### src/bigfifo_params.svh
`ifndef BIGFIFO_PARAMS_SVH
`define BIGFIFO_PARAMS_SVH

////////////////////////////////////////////////////////////
// data widths
////////////////////////////////////////////////////////////

// one input sample from the source
`define BF_SAMPLE_W 16
// one stored word, two samples packed low first
`define BF_WORD_W 32

////////////////////////////////////////////////////////////
// depths, all in 32-bit words
////////////////////////////////////////////////////////////

// input mini-FIFO in front of the bulk store
`define BF_IN_DEPTH 16
// bulk circular store, stands in for the external memory
`define BF_BULK_DEPTH 256
// output mini-FIFO in front of the host reader
`define BF_OUT_DEPTH 32
// words moved per burst; depths above are multiples of it
`define BF_BURST_LEN 4

// every occupancy count is in 16-bit words
`define BF_COUNT_W 16

`endif

### src/bigfifo_pkg.sv
`default_nettype none

`include "bigfifo_params.svh"

package bigfifo_pkg;

	////////////////////////////////////////////////////////////
	// payload and count types
	////////////////////////////////////////////////////////////

	// one stored word, high sample in the upper half
	typedef logic [`BF_WORD_W-1:0] word_t;

	// occupancy in 16-bit words
	typedef logic [`BF_COUNT_W-1:0] count_t;

	// one word handed from a stage to the next
	typedef struct packed {
		logic  valid;
		word_t data;
	} xfer_t;

	// what a stage reports of its own fill
	// empty means no whole 32-bit word is held
	typedef struct packed {
		count_t count;
		logic   empty;
	} level_t;

	////////////////////////////////////////////////////////////
	// burst mover states
	////////////////////////////////////////////////////////////
	typedef enum logic [1:0] {
		MV_IDLE,
		MV_FILL,
		MV_DRAIN
	} mover_state_e;

endpackage

`default_nettype wire

### src/out_fifo.sv
`timescale 1ns/100ps
`default_nettype none

`include "bigfifo_params.svh"

module out_fifo (
	input  wire logic            ti_clk,
	input  wire logic            rst_n,
	input  bigfifo_pkg::xfer_t   out_push,
	input  wire logic            rd_en,
	input  bigfifo_pkg::count_t  block_size,
	output bigfifo_pkg::word_t   rd_data,
	output bigfifo_pkg::level_t  out_level,
	output logic                 block_ready
);

	localparam int PTR_W = $clog2(`BF_OUT_DEPTH);
	localparam int CNT_W = $clog2(`BF_OUT_DEPTH + 1);

	// output mini-FIFO storage
	bigfifo_pkg::word_t mem [`BF_OUT_DEPTH];
	logic [PTR_W-1:0]   wr_ptr;
	logic [PTR_W-1:0]   rd_ptr;
	logic [CNT_W-1:0]   word_cnt;

	logic pop;

	// a read of an empty FIFO is dropped and rd_data holds
	assign pop = rd_en && (word_cnt != '0);

	////////////////////////////////////////////////////////////
	// pointers, count, read port and block flag
	////////////////////////////////////////////////////////////
	always_ff @(posedge ti_clk) begin
		if (!rst_n) begin
			wr_ptr      <= '0;
			rd_ptr      <= '0;
			word_cnt    <= '0;
			rd_data     <= '0;
			block_ready <= 1'b0;
		end else begin
			if (out_push.valid) begin
				wr_ptr <= wr_ptr + 1'b1;
			end
			if (pop) begin
				rd_ptr  <= rd_ptr + 1'b1;
				// registered read, visible from the next cycle
				rd_data <= mem[rd_ptr];
			end
			word_cnt <= word_cnt + CNT_W'(out_push.valid) - CNT_W'(pop);
			// block_size is in 32-bit words, same unit as word_cnt
			block_ready <= (bigfifo_pkg::count_t'(word_cnt) >= block_size);
		end
	end

	// payload write
	always_ff @(posedge ti_clk) begin
		if (out_push.valid) begin
			mem[wr_ptr] <= out_push.data;
		end
	end

	// reported in 16-bit words
	assign out_level.count = bigfifo_pkg::count_t'({word_cnt, 1'b0});
	assign out_level.empty = (word_cnt == '0);

	// mover only drains with room for its whole burst
	a_no_push_full: assert property (
		@(posedge ti_clk) disable iff (!rst_n)
		out_push.valid |-> (word_cnt < CNT_W'(`BF_OUT_DEPTH))
	);

endmodule

`default_nettype wire

### config.mk
export PLATFORM = sky130hd
export DESIGN_NAME = out_fifo
export DESIGN_NICKNAME = d
export VERILOG_FILES = /design/src/bigfifo_pkg.sv /design/src/out_fifo.sv
export VERILOG_INCLUDE_DIRS = /design/src
export SDC_FILE = /design/constraint.sdc
export NUM_CORES = 1
export LEC_CHECK = 0
export BUFFER_PORTS_ARGS = -buffer_cell sky130_fd_sc_hd__buf_2
export CAP_MARGIN = 5
export CORE_ASPECT_RATIO = 2
export CORE_UTILIZATION = 62
export CTS_CLUSTER_SIZE = 25
export DETAILED_ROUTE_END_ITERATION = 10
export MAX_ROUTING_LAYER = met4
export PLACE_DENSITY = 0.79
export SYNTH_ARGS = -nofsm -noshare
export SYNTH_HDL_FRONTEND = slang
export SYNTH_SLANG_ARGS = --single-unit
### constraint.sdc
create_clock -name ti_clk -period 6.3 [get_ports ti_clk]
set_input_delay 0.63 -clock ti_clk [delete_from_list [all_inputs] [get_ports ti_clk]]
set_output_delay 0.63 -clock ti_clk [all_outputs]
set_load 0.01 [all_outputs]
==> key figures <==
Outcome
  – Status: finished clean

Cells and area
  – Area delta synth->final: 11.2%
  – Final nets: 2271
  – Share of cells above drive strength 1: 0.214
  – Layout Cells excl Fill: 3150
  – Filler Cell Count: 3883
  – Fin area: 45600 um2

Drt
  – Total wire length: 99100 um
  – Vias: 21.2k
  – Via density: 6.72
  – DRT Pass-1 Iters: 7
  – Antenna-violating nets left: 0
  – Drc violations: 0
  – Violation count after the first detailed-route iteration: 2708
  – Routed len/inst: 31.5 um

Power and ir drop
  – IR Drop Worst-Case VDD: 0.000250 V
  – Switching Share: 0.243
  – Combinational Power Share: 0.138
  – Clk network pwr share: 0.355
  – Leakage: 0.0144 uW
  – Internal: 12100 uW
  – P_sw: 3870 uW
  – Power Density: 349 nW/um2
  – Sequential share of power: 0.507

Critical path
  – Worst Path Required: 6.88 ns
  – CP max stage delay: 0.71 ns
  – Number of buffers and inverters on the critical path: 2
  – CP Capture Type: flip-flop
  – Crit Path Max Fanout: 20
  – Data arrival, critical path: 3.92 ns
  – Crit start category: flip-flop
  – Cell at the slowest stage of the critical path: dfxtp_1
  – Crit path kind: flip-flop to flip-flop
  – Largest delay share family, worst path: simple AND/OR/NAND/NOR gates
  – CP most frequent cell: buf_4
  – CP cell instances: nor2b_4 > buf_4 > nand2_1 > buf_4 > o22ai_1 > nor4_1 > o21ai_1

Logic synthesis
  – List of most frequent post-synthesis cells: edfxtp_1, mux2i_1, mux4_2
  – Post-synthesis adder-cell area fraction: 0.00628
  – Post-synthesis xor/xnor area fraction: 0.00213
  – Compound-Gate Fraction of Synth Area: 0.0383
  – Top post-synthesis cells by area: edfxtp_1, mux4_2, mux2i_1, dfxtp_1, o22ai_1
  – Post-Syn Instances: 2086
  – Post-synthesis cell area: 41000 um2
  – Simple-gate share of the synthesized area: 0.0273
  – Most frequent cell after synthesis: edfxtp_1
  – Post-synth cell types: 40
  – Post-synthesis sequential area ratio: 0.773
  – Mean post-synth cell area: 19.7 um2
  – Main combinational cell family by area after synthesis: multiplexers
  – Synth Flop Type: edfxtp_1
  – Yosys reg bits: 1073
  – Async SR Flop Fraction: 0
  – Share of the synthesized area in the top cell type: 0.749
  – EDFF count, synth: 1024
  – Yosys warning count: 0
  – Post-synthesis mux area share: 0.135
  – Leading area contributor after synthesis: edfxtp_1

Global routing
  – Vias in the first global route: 21.9k
  – Total GRT Usage: 0.313
  – Gr ovfl total: 0
  – Initial antenna violation count: 1
  – First-pass GRT wire length: 143000 um
  – Largest net degree at the start of global routing: 87

Die
  – DIE WIDTH: 184 um
  – Die ar.: 67300 um2
  – Die Y: 366 um
  – Cell Rows: 133
  – I/O pins: 102
  – Core area: 65600 um2
  – Initial Utilization: 0.626

Clock tree
  – # hold bufs at CTS: 0
  – Cts repair resizes: 0
  – CTS tree: done
  – Setup repair bufs after CTS: 0
  – Maximum root-to-sink buffer count: 3
  – Clock transition at path regs: 0.07 ns
  – Worst-Skew Late Latency: 0.67 ns
  – Root buffer cell: clkbuf_16
  – Clock sink total: 1073
  – CTS Buf Count: 86
  – H-Tree Depth: 3

Timing
  – Worst setup margin: 2.96 ns
  – Final worst path period need: 3.34 ns
  – Slew headroom: 0.222
  – Worst Tran Pin Value: 1.17 ns
  – Final Hold Viols: 0
  – Setup TNS: 0 ns
  – Final setup vio count: 0
  – Final worst-path cycle share: 0.530
  – Hold_ws: 0.244 ns
  – Skew final: 0.0239 ns
  – Pins Over Slew Limit: 0
  – Unrepaired setup endpoints after global routing: false
  – Fmax: 300 MHz

Placement
  – Post-DP HPWL: 52700 um
  – IO buf count: 91
  – Placed cells: 2988
  – DP Area: 42700 um2
  – Placement Setup Slack: 2.97 ns
  – GP Congestion: 0.819

Hold path
  – Worst Hold Class: primary input to flip-flop

Run
  – Max Cap Viol: 0
layout by cell type, fill, tap and decap left out, types with 6 or more instances in the layout:
cell type	n
edfxtp_1	1024
mux2i_1	194
mux4_2	160
nand2_1	104
buf_2	91
clkbuf_16	89
o22ai_1	64
buf_4	51
dfxtp_1	45
nor2_1	36
o21ai_0	35
a22o_1	33
nor4_1	33
o21ai_1	32
a211oi_1	32
a22oi_1	31
nor2_4	21
ha_1	19
clkbuf_1	18
inv_1	16
and2_1	13
nor3_2	12
bufinv_16	12
conb_1	10
clkinv_2	10
clkinv_1	9
clkinv_4	7
clkinvlp_4	6
stage by stage:
step | total power [uW] | utilization
6_report | 15900 | 0.696
5_1_grt | 16400 | 0.696
4_1_cts | 16000 | 0.696
3_5_place_dp | 10400 | 0.651
3_3_place_gp | 10400 | 0.651
2_1_floorplan | 9770 | -
state kept, by name, summed over array words and instances, names as in the netlist:
name,flops
block_ready,1
mem,1024
rd_data,32
rd_ptr,5
word_cnt,6
wr_ptr,5
worst paths after layout:
kind / from / end / slack, ns / depth (start not counted)
setup / recovery: rd_ptr[3] / rd_data[3] / 2.96 / 7
hold / removal: block_size[10] / block_ready / 0.24 / 4
setup reg to reg: rd_ptr[3] / rd_data[3] / 2.96 / 7
hold reg to reg: rd_data[24] / rd_data[24] / 0.45 / 2
per-layer routing:
metal | vias up | part of all wire | track usage
met5 | - | 0 | -
met4 | 0 | 0.058 | 0.172
met3 | 354 | 0.087 | 0.0456
met2 | 1309 | 0.53 | 0.527
met1 | 10800 | 0.32 | 0.361
li1 | 8671 | - | -
cells by family after synthesis:
kind of cell    count (synthesis)
flops                        1073
mux                           354
simple gates                  247
compound gates                237
buf+inv                       144
fa+ha+maj                      20
xor+xnor                       10
other cells                     1
worst min-delay path, stage by stage:
cell and delay, ns:
buf_2 0.08, nor4_1 0.03, o21ai_0 0.06, a211oi_1 0.05
power groups by stage:
stage               clock network, uW  logic, uW  registers, uW
finish                           5650       2200           8080
global route                     5950       2340           8090
CTS                              5680       2210           8080
detailed placement                  0       2190           8240
global placement                    0       2140           8230
floorplan                           0       1610           8160
cell type report:
type	count	area [um2]	share of cell area
flip-flops and latches	1073	31700	0.696
multi-input cells	878	8890	0.195
clock buffers	112	2360	0.0518
well taps	877	1100	0.0240
repair buffers	144	878	0.0192
clock inverters	49	594	0.0130
inverters	16	60.1	0.00132
diodes	1	2.50	0.0000548
No activity file was read; power rests on OpenSTA's default activity.
