**src/bigfifo_params.svh**
```systemverilog
`ifndef BIGFIFO_PARAMS_SVH
`define BIGFIFO_PARAMS_SVH

////////////////////////////////////////////////////////////
// data widths
////////////////////////////////////////////////////////////

// one input sample from the source
`define BF_SAMPLE_W 16
// one stored word, two samples packed low first
`define BF_WORD_W 32

////////////////////////////////////////////////////////////
// depths, all in 32-bit words
////////////////////////////////////////////////////////////

// input mini-FIFO in front of the bulk store
`define BF_IN_DEPTH 16
// bulk circular store, stands in for the external memory
`define BF_BULK_DEPTH 256
// output mini-FIFO in front of the host reader
`define BF_OUT_DEPTH 32
// words moved per burst; depths above are multiples of it
`define BF_BURST_LEN 4

// every occupancy count is in 16-bit words
`define BF_COUNT_W 16

`endif

```
**src/bigfifo_pkg.sv**
```systemverilog
`default_nettype none

`include "bigfifo_params.svh"

package bigfifo_pkg;

	////////////////////////////////////////////////////////////
	// payload and count types
	////////////////////////////////////////////////////////////

	// one stored word, high sample in the upper half
	typedef logic [`BF_WORD_W-1:0] word_t;

	// occupancy in 16-bit words
	typedef logic [`BF_COUNT_W-1:0] count_t;

	// one word handed from a stage to the next
	typedef struct packed {
		logic  valid;
		word_t data;
	} xfer_t;

	// what a stage reports of its own fill
	// empty means no whole 32-bit word is held
	typedef struct packed {
		count_t count;
		logic   empty;
	} level_t;

	////////////////////////////////////////////////////////////
	// burst mover states
	////////////////////////////////////////////////////////////
	typedef enum logic [1:0] {
		MV_IDLE,
		MV_FILL,
		MV_DRAIN
	} mover_state_e;

endpackage

`default_nettype wire

```
**src/sample_packer.sv**
```systemverilog
`timescale 1ns/100ps
`default_nettype none

`include "bigfifo_params.svh"

module sample_packer (
	input  wire logic                    ti_clk,
	input  wire logic                    rst_n,
	input  wire logic                    wr_en,
	input  wire logic [`BF_SAMPLE_W-1:0] wr_sample,
	input  wire logic                    in_pop,
	output bigfifo_pkg::word_t           in_head,
	output bigfifo_pkg::level_t          in_level
);

	localparam int PTR_W = $clog2(`BF_IN_DEPTH);
	localparam int CNT_W = $clog2(`BF_IN_DEPTH + 1);

	// pending low sample waiting for its partner
	logic                    pend_valid;
	logic [`BF_SAMPLE_W-1:0] pend_low;

	// input mini-FIFO storage and pointers
	bigfifo_pkg::word_t mem [`BF_IN_DEPTH];
	logic [PTR_W-1:0]   wr_ptr;
	logic [PTR_W-1:0]   rd_ptr;
	logic [CNT_W-1:0]   word_cnt;

	logic full;
	logic take_low;
	logic push;

	assign full = (word_cnt == CNT_W'(`BF_IN_DEPTH));

	// a lone low sample is only taken when a pair can still land
	// full cannot rise while a half is pending, since only this stage pushes
	assign take_low = wr_en && !pend_valid && !full;
	// second sample completes the pair and writes on the same edge
	assign push = wr_en && pend_valid;

	////////////////////////////////////////////////////////////
	// pairing and pointer control
	////////////////////////////////////////////////////////////
	always_ff @(posedge ti_clk) begin
		if (!rst_n) begin
			pend_valid <= 1'b0;
			wr_ptr     <= '0;
			rd_ptr     <= '0;
			word_cnt   <= '0;
		end else begin
			if (take_low) begin
				pend_valid <= 1'b1;
			end else if (push) begin
				pend_valid <= 1'b0;
			end
			if (push) begin
				wr_ptr <= wr_ptr + 1'b1;
			end
			if (in_pop) begin
				rd_ptr <= rd_ptr + 1'b1;
			end
			// net change of one, zero or minus one word
			word_cnt <= word_cnt + CNT_W'(push) - CNT_W'(in_pop);
		end
	end

	// sample payload and mini-FIFO storage
	always_ff @(posedge ti_clk) begin
		if (take_low) begin
			pend_low <= wr_sample;
		end
		if (push) begin
			// low sample sits in the lower half
			mem[wr_ptr] <= {wr_sample, pend_low};
		end
	end

	// show-ahead head for the mover
	assign in_head = mem[rd_ptr];

	// twice the stored words plus the pending half
	assign in_level.count = bigfifo_pkg::count_t'({word_cnt, 1'b0})
		+ bigfifo_pkg::count_t'(pend_valid);
	assign in_level.empty = (word_cnt == '0);

	// mover must only pop words that are really here
	a_no_pop_empty: assert property (
		@(posedge ti_clk) disable iff (!rst_n)
		in_pop |-> (word_cnt != '0)
	);

endmodule

`default_nettype wire

```
**config.mk**
```make
export PLATFORM = sky130hd
export DESIGN_NAME = sample_packer
export DESIGN_NICKNAME = d
export VERILOG_FILES = /design/src/bigfifo_pkg.sv /design/src/sample_packer.sv
export VERILOG_INCLUDE_DIRS = /design/src
export SDC_FILE = /design/constraint.sdc
export NUM_CORES = 1
export LEC_CHECK = 0
export ABC_AREA = 1
export BUFFER_PORTS_ARGS = -buffer_cell sky130_fd_sc_hd__buf_2
export CAP_MARGIN = 20
export CORE_MARGIN = 4
export CORE_UTILIZATION = 47
export DETAILED_ROUTE_END_ITERATION = 10
export HOLD_SLACK_MARGIN = 0.08
export PLACE_DENSITY = 0.69
export SYNTH_ARGS = -nofsm -noshare
export SYNTH_HDL_FRONTEND = slang
export SYNTH_SLANG_ARGS = --single-unit
```
**constraint.sdc**
```tcl
create_clock -name ti_clk -period 3.6 [get_ports ti_clk]
set_clock_uncertainty 0.05 [all_clocks]
set_input_delay 0.54 -clock ti_clk [delete_from_list [all_inputs] [get_ports ti_clk]]
set_output_delay 0.54 -clock ti_clk [all_outputs]
set_load 0.005 [all_outputs]
```
==> results of run 1 <==
-- logic make-up after synthesis --
logic type      Yosys count  synth area share [%]
other cells               1                0.0160
xor+xnor                  2                0.0747
buf+inv                 524                  9.89
compound gates           13                 0.288
flops                   546                  69.1
simple gates           1116                  20.0
fa+ha+maj                12                 0.672
-- per-stage QoR --
| stage | setup WS [ps] | area, µm² | cells | util, % |
|---|---|---|---|---|
| after floorplan | 891 | 23500 | 2223 | - |
| after global placement | 1110 | 24400 | 2862 | 49.6 |
| after detailed placement | 1060 | 24400 | 2862 | 49.6 |
| after CTS | 405 | 26000 | 2959 | 52.9 |
| after global routing | 230 | 26000 | 2959 | 52.9 |
| final | 410 | 26000 | 2959 | 52.9 |
-- layout make-up --
type / count / area share [%]
multi-input cells: 1153 / 19.6
flip-flops and latches: 546 / 62.4
clock inverters: 23 / 0.587
repair buffers: 92 / 2.68
clock buffers: 74 / 5.61
well taps: 664 / 3.20
inverters: 407 / 5.91
-- flip-flops by register name, summed over array words and instances, names as in the netlist, named ones only --
| register | cells |
|---|---|
| mem | 512 |
| word_cnt | 5 |
| pend_low | 16 |
| rd_ptr | 4 |
| wr_ptr | 4 |
| pend_valid | 1 |
-- placed cells by master, fill, tap and decap left out, drive strengths merged --
| master | synthesis | layout |
|---|---|---|
| buf | 106 | 92 |
| conb | 1 | 10 |
| nand3b | 1 | 1 |
| edfxtp | 528 | 528 |
| nor2 | 31 | 31 |
| o21bai | 1 | 1 |
| inv | 407 | 410 |
| bufinv | 0 | 1 |
| clkinv | 0 | 19 |
| a21oi | 9 | 9 |
| fa | 1 | 1 |
| ha | 11 | 11 |
| dfxtp | 18 | 18 |
| nand4 | 1 | 1 |
| xor2 | 2 | 2 |
| nand3 | 387 | 387 |
| and3 | 1 | 1 |
| nor3 | 2 | 2 |
| o21ai | 3 | 3 |
| nand2 | 693 | 693 |
| clkbuf | 11 | 74 |
-- routing by layer --
layer,global-route usage (%),vias to the layer above,routed length (µm)
li1,-,7212,-
met3,2.93,95,3540
met5,0,-,0
met4,5.92,0,1280
met2,33.1,536,25800
met1,27.6,7153,22700
-- power by group --
| part | total (mW) | internal, mW | switching (mW) |
|---|---|---|---|
| logic | 0.990 | 0.323 | 0.667 |
| clock network | 5.22 | 2.90 | 2.31 |
| registers | 7.26 | 7.12 | 0.136 |
| total | 13.5 | 10.3 | 3.12 |
-- cell usage after synthesis, drive strengths merged --
library cell | instances | share of area (%)
nand2 | 693 | 11
edfxtp | 528 | 68
inv | 407 | 6.5
nand3 | 387 | 8.3
buf | 106 | 3.2
nor2 | 31 | 0.50
dfxtp | 18 | 1.5
clkbuf | 11 | 0.18
ha | 11 | 0.59
a21oi | 9 | 0.19
o21ai | 3 | 0.064
nor3 | 2 | 0.043
xor2 | 2 | 0.075
and3 | 1 | 0.027
conb | 1 | 0.016
fa | 1 | 0.085
nand3b | 1 | 0.032
nand4 | 1 | 0.027
o21bai | 1 | 0.032
-- critical path: cells and delay by family, from the launching register on --
| kind | cells | cell delay (ps) |
|---|---|---|
| simple gates | 5 | 640 |
| flops | 1 | 390 |
| buf+inv | 2 | 910 |
-- how the worst max path moves through the flow --
stage	from	endpoint
floorplan	wr_en	mem[0][0]$_DFFE_PP_
global placement	wr_en	mem[4][4]$_DFFE_PP_
detailed placement	wr_en	mem[0][6]$_DFFE_PP_
CTS	flip-flop	in_head[22]
global route	flip-flop	in_head[25]
finish	flip-flop	in_head[25]
==> impl_metrics.tcl, run 1 <==
set metrics [dict create \
    clk-insertion-delay-late_ps 610 \
    vias_in_the_first_global_route 14600 \
    setup.worst_path.start_class "flip-flop" \
    num-nets-final 2286 \
    cts_hold_buf 0 \
    die_width_um 231 \
    worst_slew_pin_slew_ps 1030 \
    cp_cell_sequence "buf_4 -> nand2_1 -> nand3_1 -> nand3_1 -> nand3_1 -> nand2_1 -> buf_2" \
    routabilityCongestion 0.788 \
    dr.first_iter.drc_count 1384 \
    worst_hold_path_type "primary input to flip-flop" \
    antennaDiodeCount 0 \
    antenna_found_initial 0 \
    p_leak_nw 10.9 \
    timing.final.crit_share_pct 88.6 \
    gr-usage-all-layers_pct 19.9 \
    r2r_setup_slack_ps 1360 \
    arrival_time_of_the_worst_setup_path_ps 2600 \
    timing_max_transition_violations_final 0 \
    share_of_final_layout_standard_cells_stronger_than_drive_strength_1_pct 8.15 \
    worst_r2r_path_depth 4 \
    number_of_levels_in_the_clock_h_tree 2 \
    fillCellCount 4143 \
    floorplan.initialDensity_pct 47.7 \
    grt_start_max_net_pins 163 \
    wl_um 53200 \
    timing.critical_path.fanout_max 94 \
    rows 81 \
    critical_path.reg2reg.endpoint "mem[7][27]$_DFFE_PP_" \
    clock.fmax_mhz 313 \
    totalNegativeSetupSlack_ps 0 \
    yosysUniqueCellTypes 25 \
    timing.hold.worst_path_depth 2 \
    path_class "flip-flop to output port" \
    die_area_mm2 0.0536 \
    timing_hold_violations_final 0 \
    placeableCoreArea_mm2 0.0492 \
    clock_sink_count 546 \
    ff_latch_area_mm2 0.0162 \
    io_pins 69 \
    avgSynthCellArea_um2 10.6 \
    grt_pass1_wl_um 83000 \
    worst_hold_path.endpoint "rd_ptr[0]$_SDFFE_PN0P_" \
    cts.reportedPaths.clkPinSlew_ps 60 \
    global_route.overflow_total 0 \
    final_antenna_net_count 0 \
    port_buffers 58 \
    multi_input_area_mm2 0.00508 \
    route.detailed.vias_per_inst 5.07 \
    worst_hold_startpoint "in_pop" \
    rsz_0062_raised_after_global_routing "no" \
    max-cap-violations 0 \
    clk_path_buf_depth 3 \
    timing.critical_path.slowest_cell_delay_ps 780 \
    final_setup_violating_endpoints 0 \
    crit_required_ps 3010 \
    worst_setup_path_end_kind "output port" \
    dpl.hpwl_um 28900 \
    syn-cell-area_mm2 0.0235 \
    slew_headroom_pct 31.1 \
    clock_tree_from_tritoncts "yes" \
    drc 0 \
    cts_root_buffer "clkbuf_16" \
    router_iterations_before_antenna_repair 5 \
    worstReg2RegStart "wr_ptr[3]$_SDFFE_PN0P_" \
    via_total_after_detailed_routing 15000 \
    post-cts-setup-buffer-count 0 \
    numCtsBuffers 54 \
    power-per-cell-area_mw_per_mm2 518 \
    layout-area-overhead-vs-synth_pct 10.7 \
    timing.critical_path.mode_cell "nand3_1" \
    yosys_reg_bits 546 \
    wl_per_cell_um 18.0 \
    postSynthCellCount 2214 \
    seq_area_frac_synth_pct 69.1 \
    power_mw 13.5 \
    die_h_um 231 \
    status "complete, no violations" \
    worst_path_max_delay_cell "buf_4" \
    final.min_clock_period_ps 3190 \
    cts.repair.resized 0 \
    final_worst_hold_slack_ps 186 \
    power.ir.vdd_worst_uv 462 \
    synth-warning-count 0 \
]
(Power assumes the default switching activity.)
==> inputs of run 2 (changes only) <==
--- a/config.mk
+++ b/config.mk
@@ -7,13 +7,14 @@
 export NUM_CORES = 1
 export LEC_CHECK = 0
 export ABC_AREA = 1
-export BUFFER_PORTS_ARGS = -buffer_cell sky130_fd_sc_hd__buf_2
+export BUFFER_PORTS_ARGS = -buffer_cell sky130_fd_sc_hd__buf_4
 export CAP_MARGIN = 20
 export CORE_MARGIN = 4
 export CORE_UTILIZATION = 47
+export CTS_BUF_LIST = sky130_fd_sc_hd__clkbuf_8
 export DETAILED_ROUTE_END_ITERATION = 10
 export HOLD_SLACK_MARGIN = 0.08
-export PLACE_DENSITY = 0.69
+export PLACE_DENSITY = 0.64
 export SYNTH_ARGS = -nofsm -noshare
 export SYNTH_HDL_FRONTEND = slang
 export SYNTH_SLANG_ARGS = --single-unit
==> run 2 against run 1 <==
  * Sequential share of layout area decreased by 0.53 points
  * Combinational power increased by 7%
  * Sequential cell count stayed put
  * Total power down 2.0%
  * Sequential power barely moved
  * Final area increased by 0.87%
  * Core utilization is 0.46 points higher
  * Final cell count increased by 2.3%
  * Highest routed layer is now met5
==> impl_metrics.tcl, run 2 (same netlist as run 1, synthesis figures left out) <==
set metrics [dict create \
    final_common_cell "nand2_1" \
    layout-area-overhead-vs-synth_pct 11.7 \
    drc 0 \
    final_antenna_net_count 0 \
    worstReg2RegStart "pend_valid$_SDFFE_PN0P_" \
    timing.final.ws_setup_ps 437 \
    wl_per_cell_um 18.4 \
    via_total_after_detailed_routing 15200 \
    dr.first_iter.drc_count 1459 \
    die_h_um 231 \
    antenna_found_initial 2 \
    r2r_setup_slack_ps 1310 \
    arrival_time_of_the_worst_setup_path_ps 2570 \
    largest_register "mem" \
    power.ir.vdd_worst_uv 362 \
    timing.critical_path.fanout_max 63 \
    worst_hold_path.endpoint "mem[0][17]$_DFFE_PP_" \
    timing_max_transition_violations_final 0 \
    path_class "flip-flop to output port" \
    rows 81 \
    route.detailed.vias_per_inst 5.02 \
    final_cell_mix "nand2_1 (693), edfxtp_1 (528), inv_1 (439)" \
    router_iterations_before_antenna_repair 5 \
    rsz_0062_raised_after_global_routing "no" \
    critical_path.reg2reg.endpoint "mem[4][16]$_DFFE_PP_" \
    antennaDiodeCount 0 \
    clk_path_buf_depth 3 \
    timing.final.crit_share_pct 87.9 \
    post-place-cells 2862 \
    status "complete, no violations" \
    cts.reportedPaths.clkPinSlew_ps 60 \
    clock_tree_from_tritoncts "yes" \
    max-cap-violations 0 \
    routabilityCongestion 0.773 \
    cts_hold_buf 2 \
    port_buffers 58 \
    slew_headroom_pct 39.7 \
    power-per-cell-area_mw_per_mm2 504 \
    clock_sink_count 546 \
    die_width_um 231 \
    numCtsBuffers 91 \
    gr-usage-all-layers_pct 20.9 \
    worst_hold_path_type "primary input to flip-flop" \
    final.min_clock_period_ps 3160 \
    totalNegativeSetupSlack_ps 0 \
    number_of_flip_flops_under_the_largest_register_name 512 \
    post-cts-setup-buffer-count 0 \
    timing_hold_violations_final 0 \
    placeableCoreArea_mm2 0.0492 \
    floorplan.initialDensity_pct 47.7 \
    wl_um 55800 \
    share_of_final_layout_standard_cells_stronger_than_drive_strength_1_pct 9.31 \
    clock.fmax_mhz 316 \
    preCtsSetupSlack_ps 1020 \
    crit_required_ps 3010 \
    worst_setup_path_end_kind "output port" \
    p_leak_nw 11.2 \
    setup.worst_path.start_class "flip-flop" \
    vias_in_the_first_global_route 15200 \
    io_pins 69 \
    worst_slew_pin_slew_ps 903 \
    clk-insertion-delay-late_ps 650 \
    grt_pass1_wl_um 86400 \
    timing.hold.worst_path_depth 1 \
    worst_r2r_path_depth 5 \
    number_of_levels_in_the_clock_h_tree 3 \
    die_area_mm2 0.0536 \
    cts.repair.resized 0 \
    grt_start_max_net_pins 149 \
    global_route.overflow_total 0 \
    reg_top3 "mem: 512 flops, pend_low: 16 flops, word_cnt: 5 flops" \
    num-nets-final 2327 \
    dpl.hpwl_um 30300 \
    cts_root_buffer "clkbuf_8" \
    layout.cells.non_filler 3028 \
    worst_hold_startpoint "wr_sample[1]" \
    final_setup_violating_endpoints 0 \
]
-- run 2: worst max-delay path: stages (launching register included) --
cell and delay, ps:
dfxtp_4 370, inv_6 410, buf_12 330, nand2_1 170
nand3_1 110, nand3_1 80, nand3_1 100, nand2_1 110
buf_4 160
-- run 2: report_power, final --
group	leakage, nW	internal (mW)	switching, mW
clock network	0.951	2.49	2.37
registers	4.91	7.13	0.144
logic	5.31	0.374	0.686
-- run 2: area by class of cell --
type,instances,area [µm²]
clock inverters,67,289
fillers,4309,22900
multi-input cells,1153,5080
well taps,664,831
flip-flops and latches,546,16200
repair buffers,96,933
inverters,407,1540
clock buffers,95,1310
-- run 2: through the flow --
stage	power, mW	instance area [µm²]	utilization, %	hold WS [ps]
after global placement	8.45	24500	49.9	416
after CTS	13.3	26200	53.2	134
final	13.2	26200	53.3	184
after detailed placement	8.47	24500	49.9	425
after floorplan	8.04	23500	-	401
after global routing	13.7	26200	53.3	148
-- run 2: worst max-delay path by stage --
stage / from / endpoint / slack (ps) / cells past startpoint
CTS: flip-flop / in_head[9] / 400 / 8
global route: flip-flop / in_head[21] / 250 / 9
floorplan: wr_en / mem[0][0]$_DFFE_PP_ / 890 / 4
detailed placement: wr_en / mem[8][13]$_DFFE_PP_ / 1020 / 5
finish: flip-flop / in_head[9] / 440 / 8
global placement: wr_en / mem[9][8]$_DFFE_PP_ / 1080 / 5
-- run 2: routing by layer --
| layer | track usage [%] | wire length, µm | vias up |
|---|---|---|---|
| met1 | 28.0 | 23700 | 7285 |
| met5 | 0 | 13 | - |
| met4 | 6.56 | 1400 | 2 |
| li1 | - | - | 7293 |
| met2 | 35.0 | 27100 | 505 |
| met3 | 3.81 | 3560 | 112 |
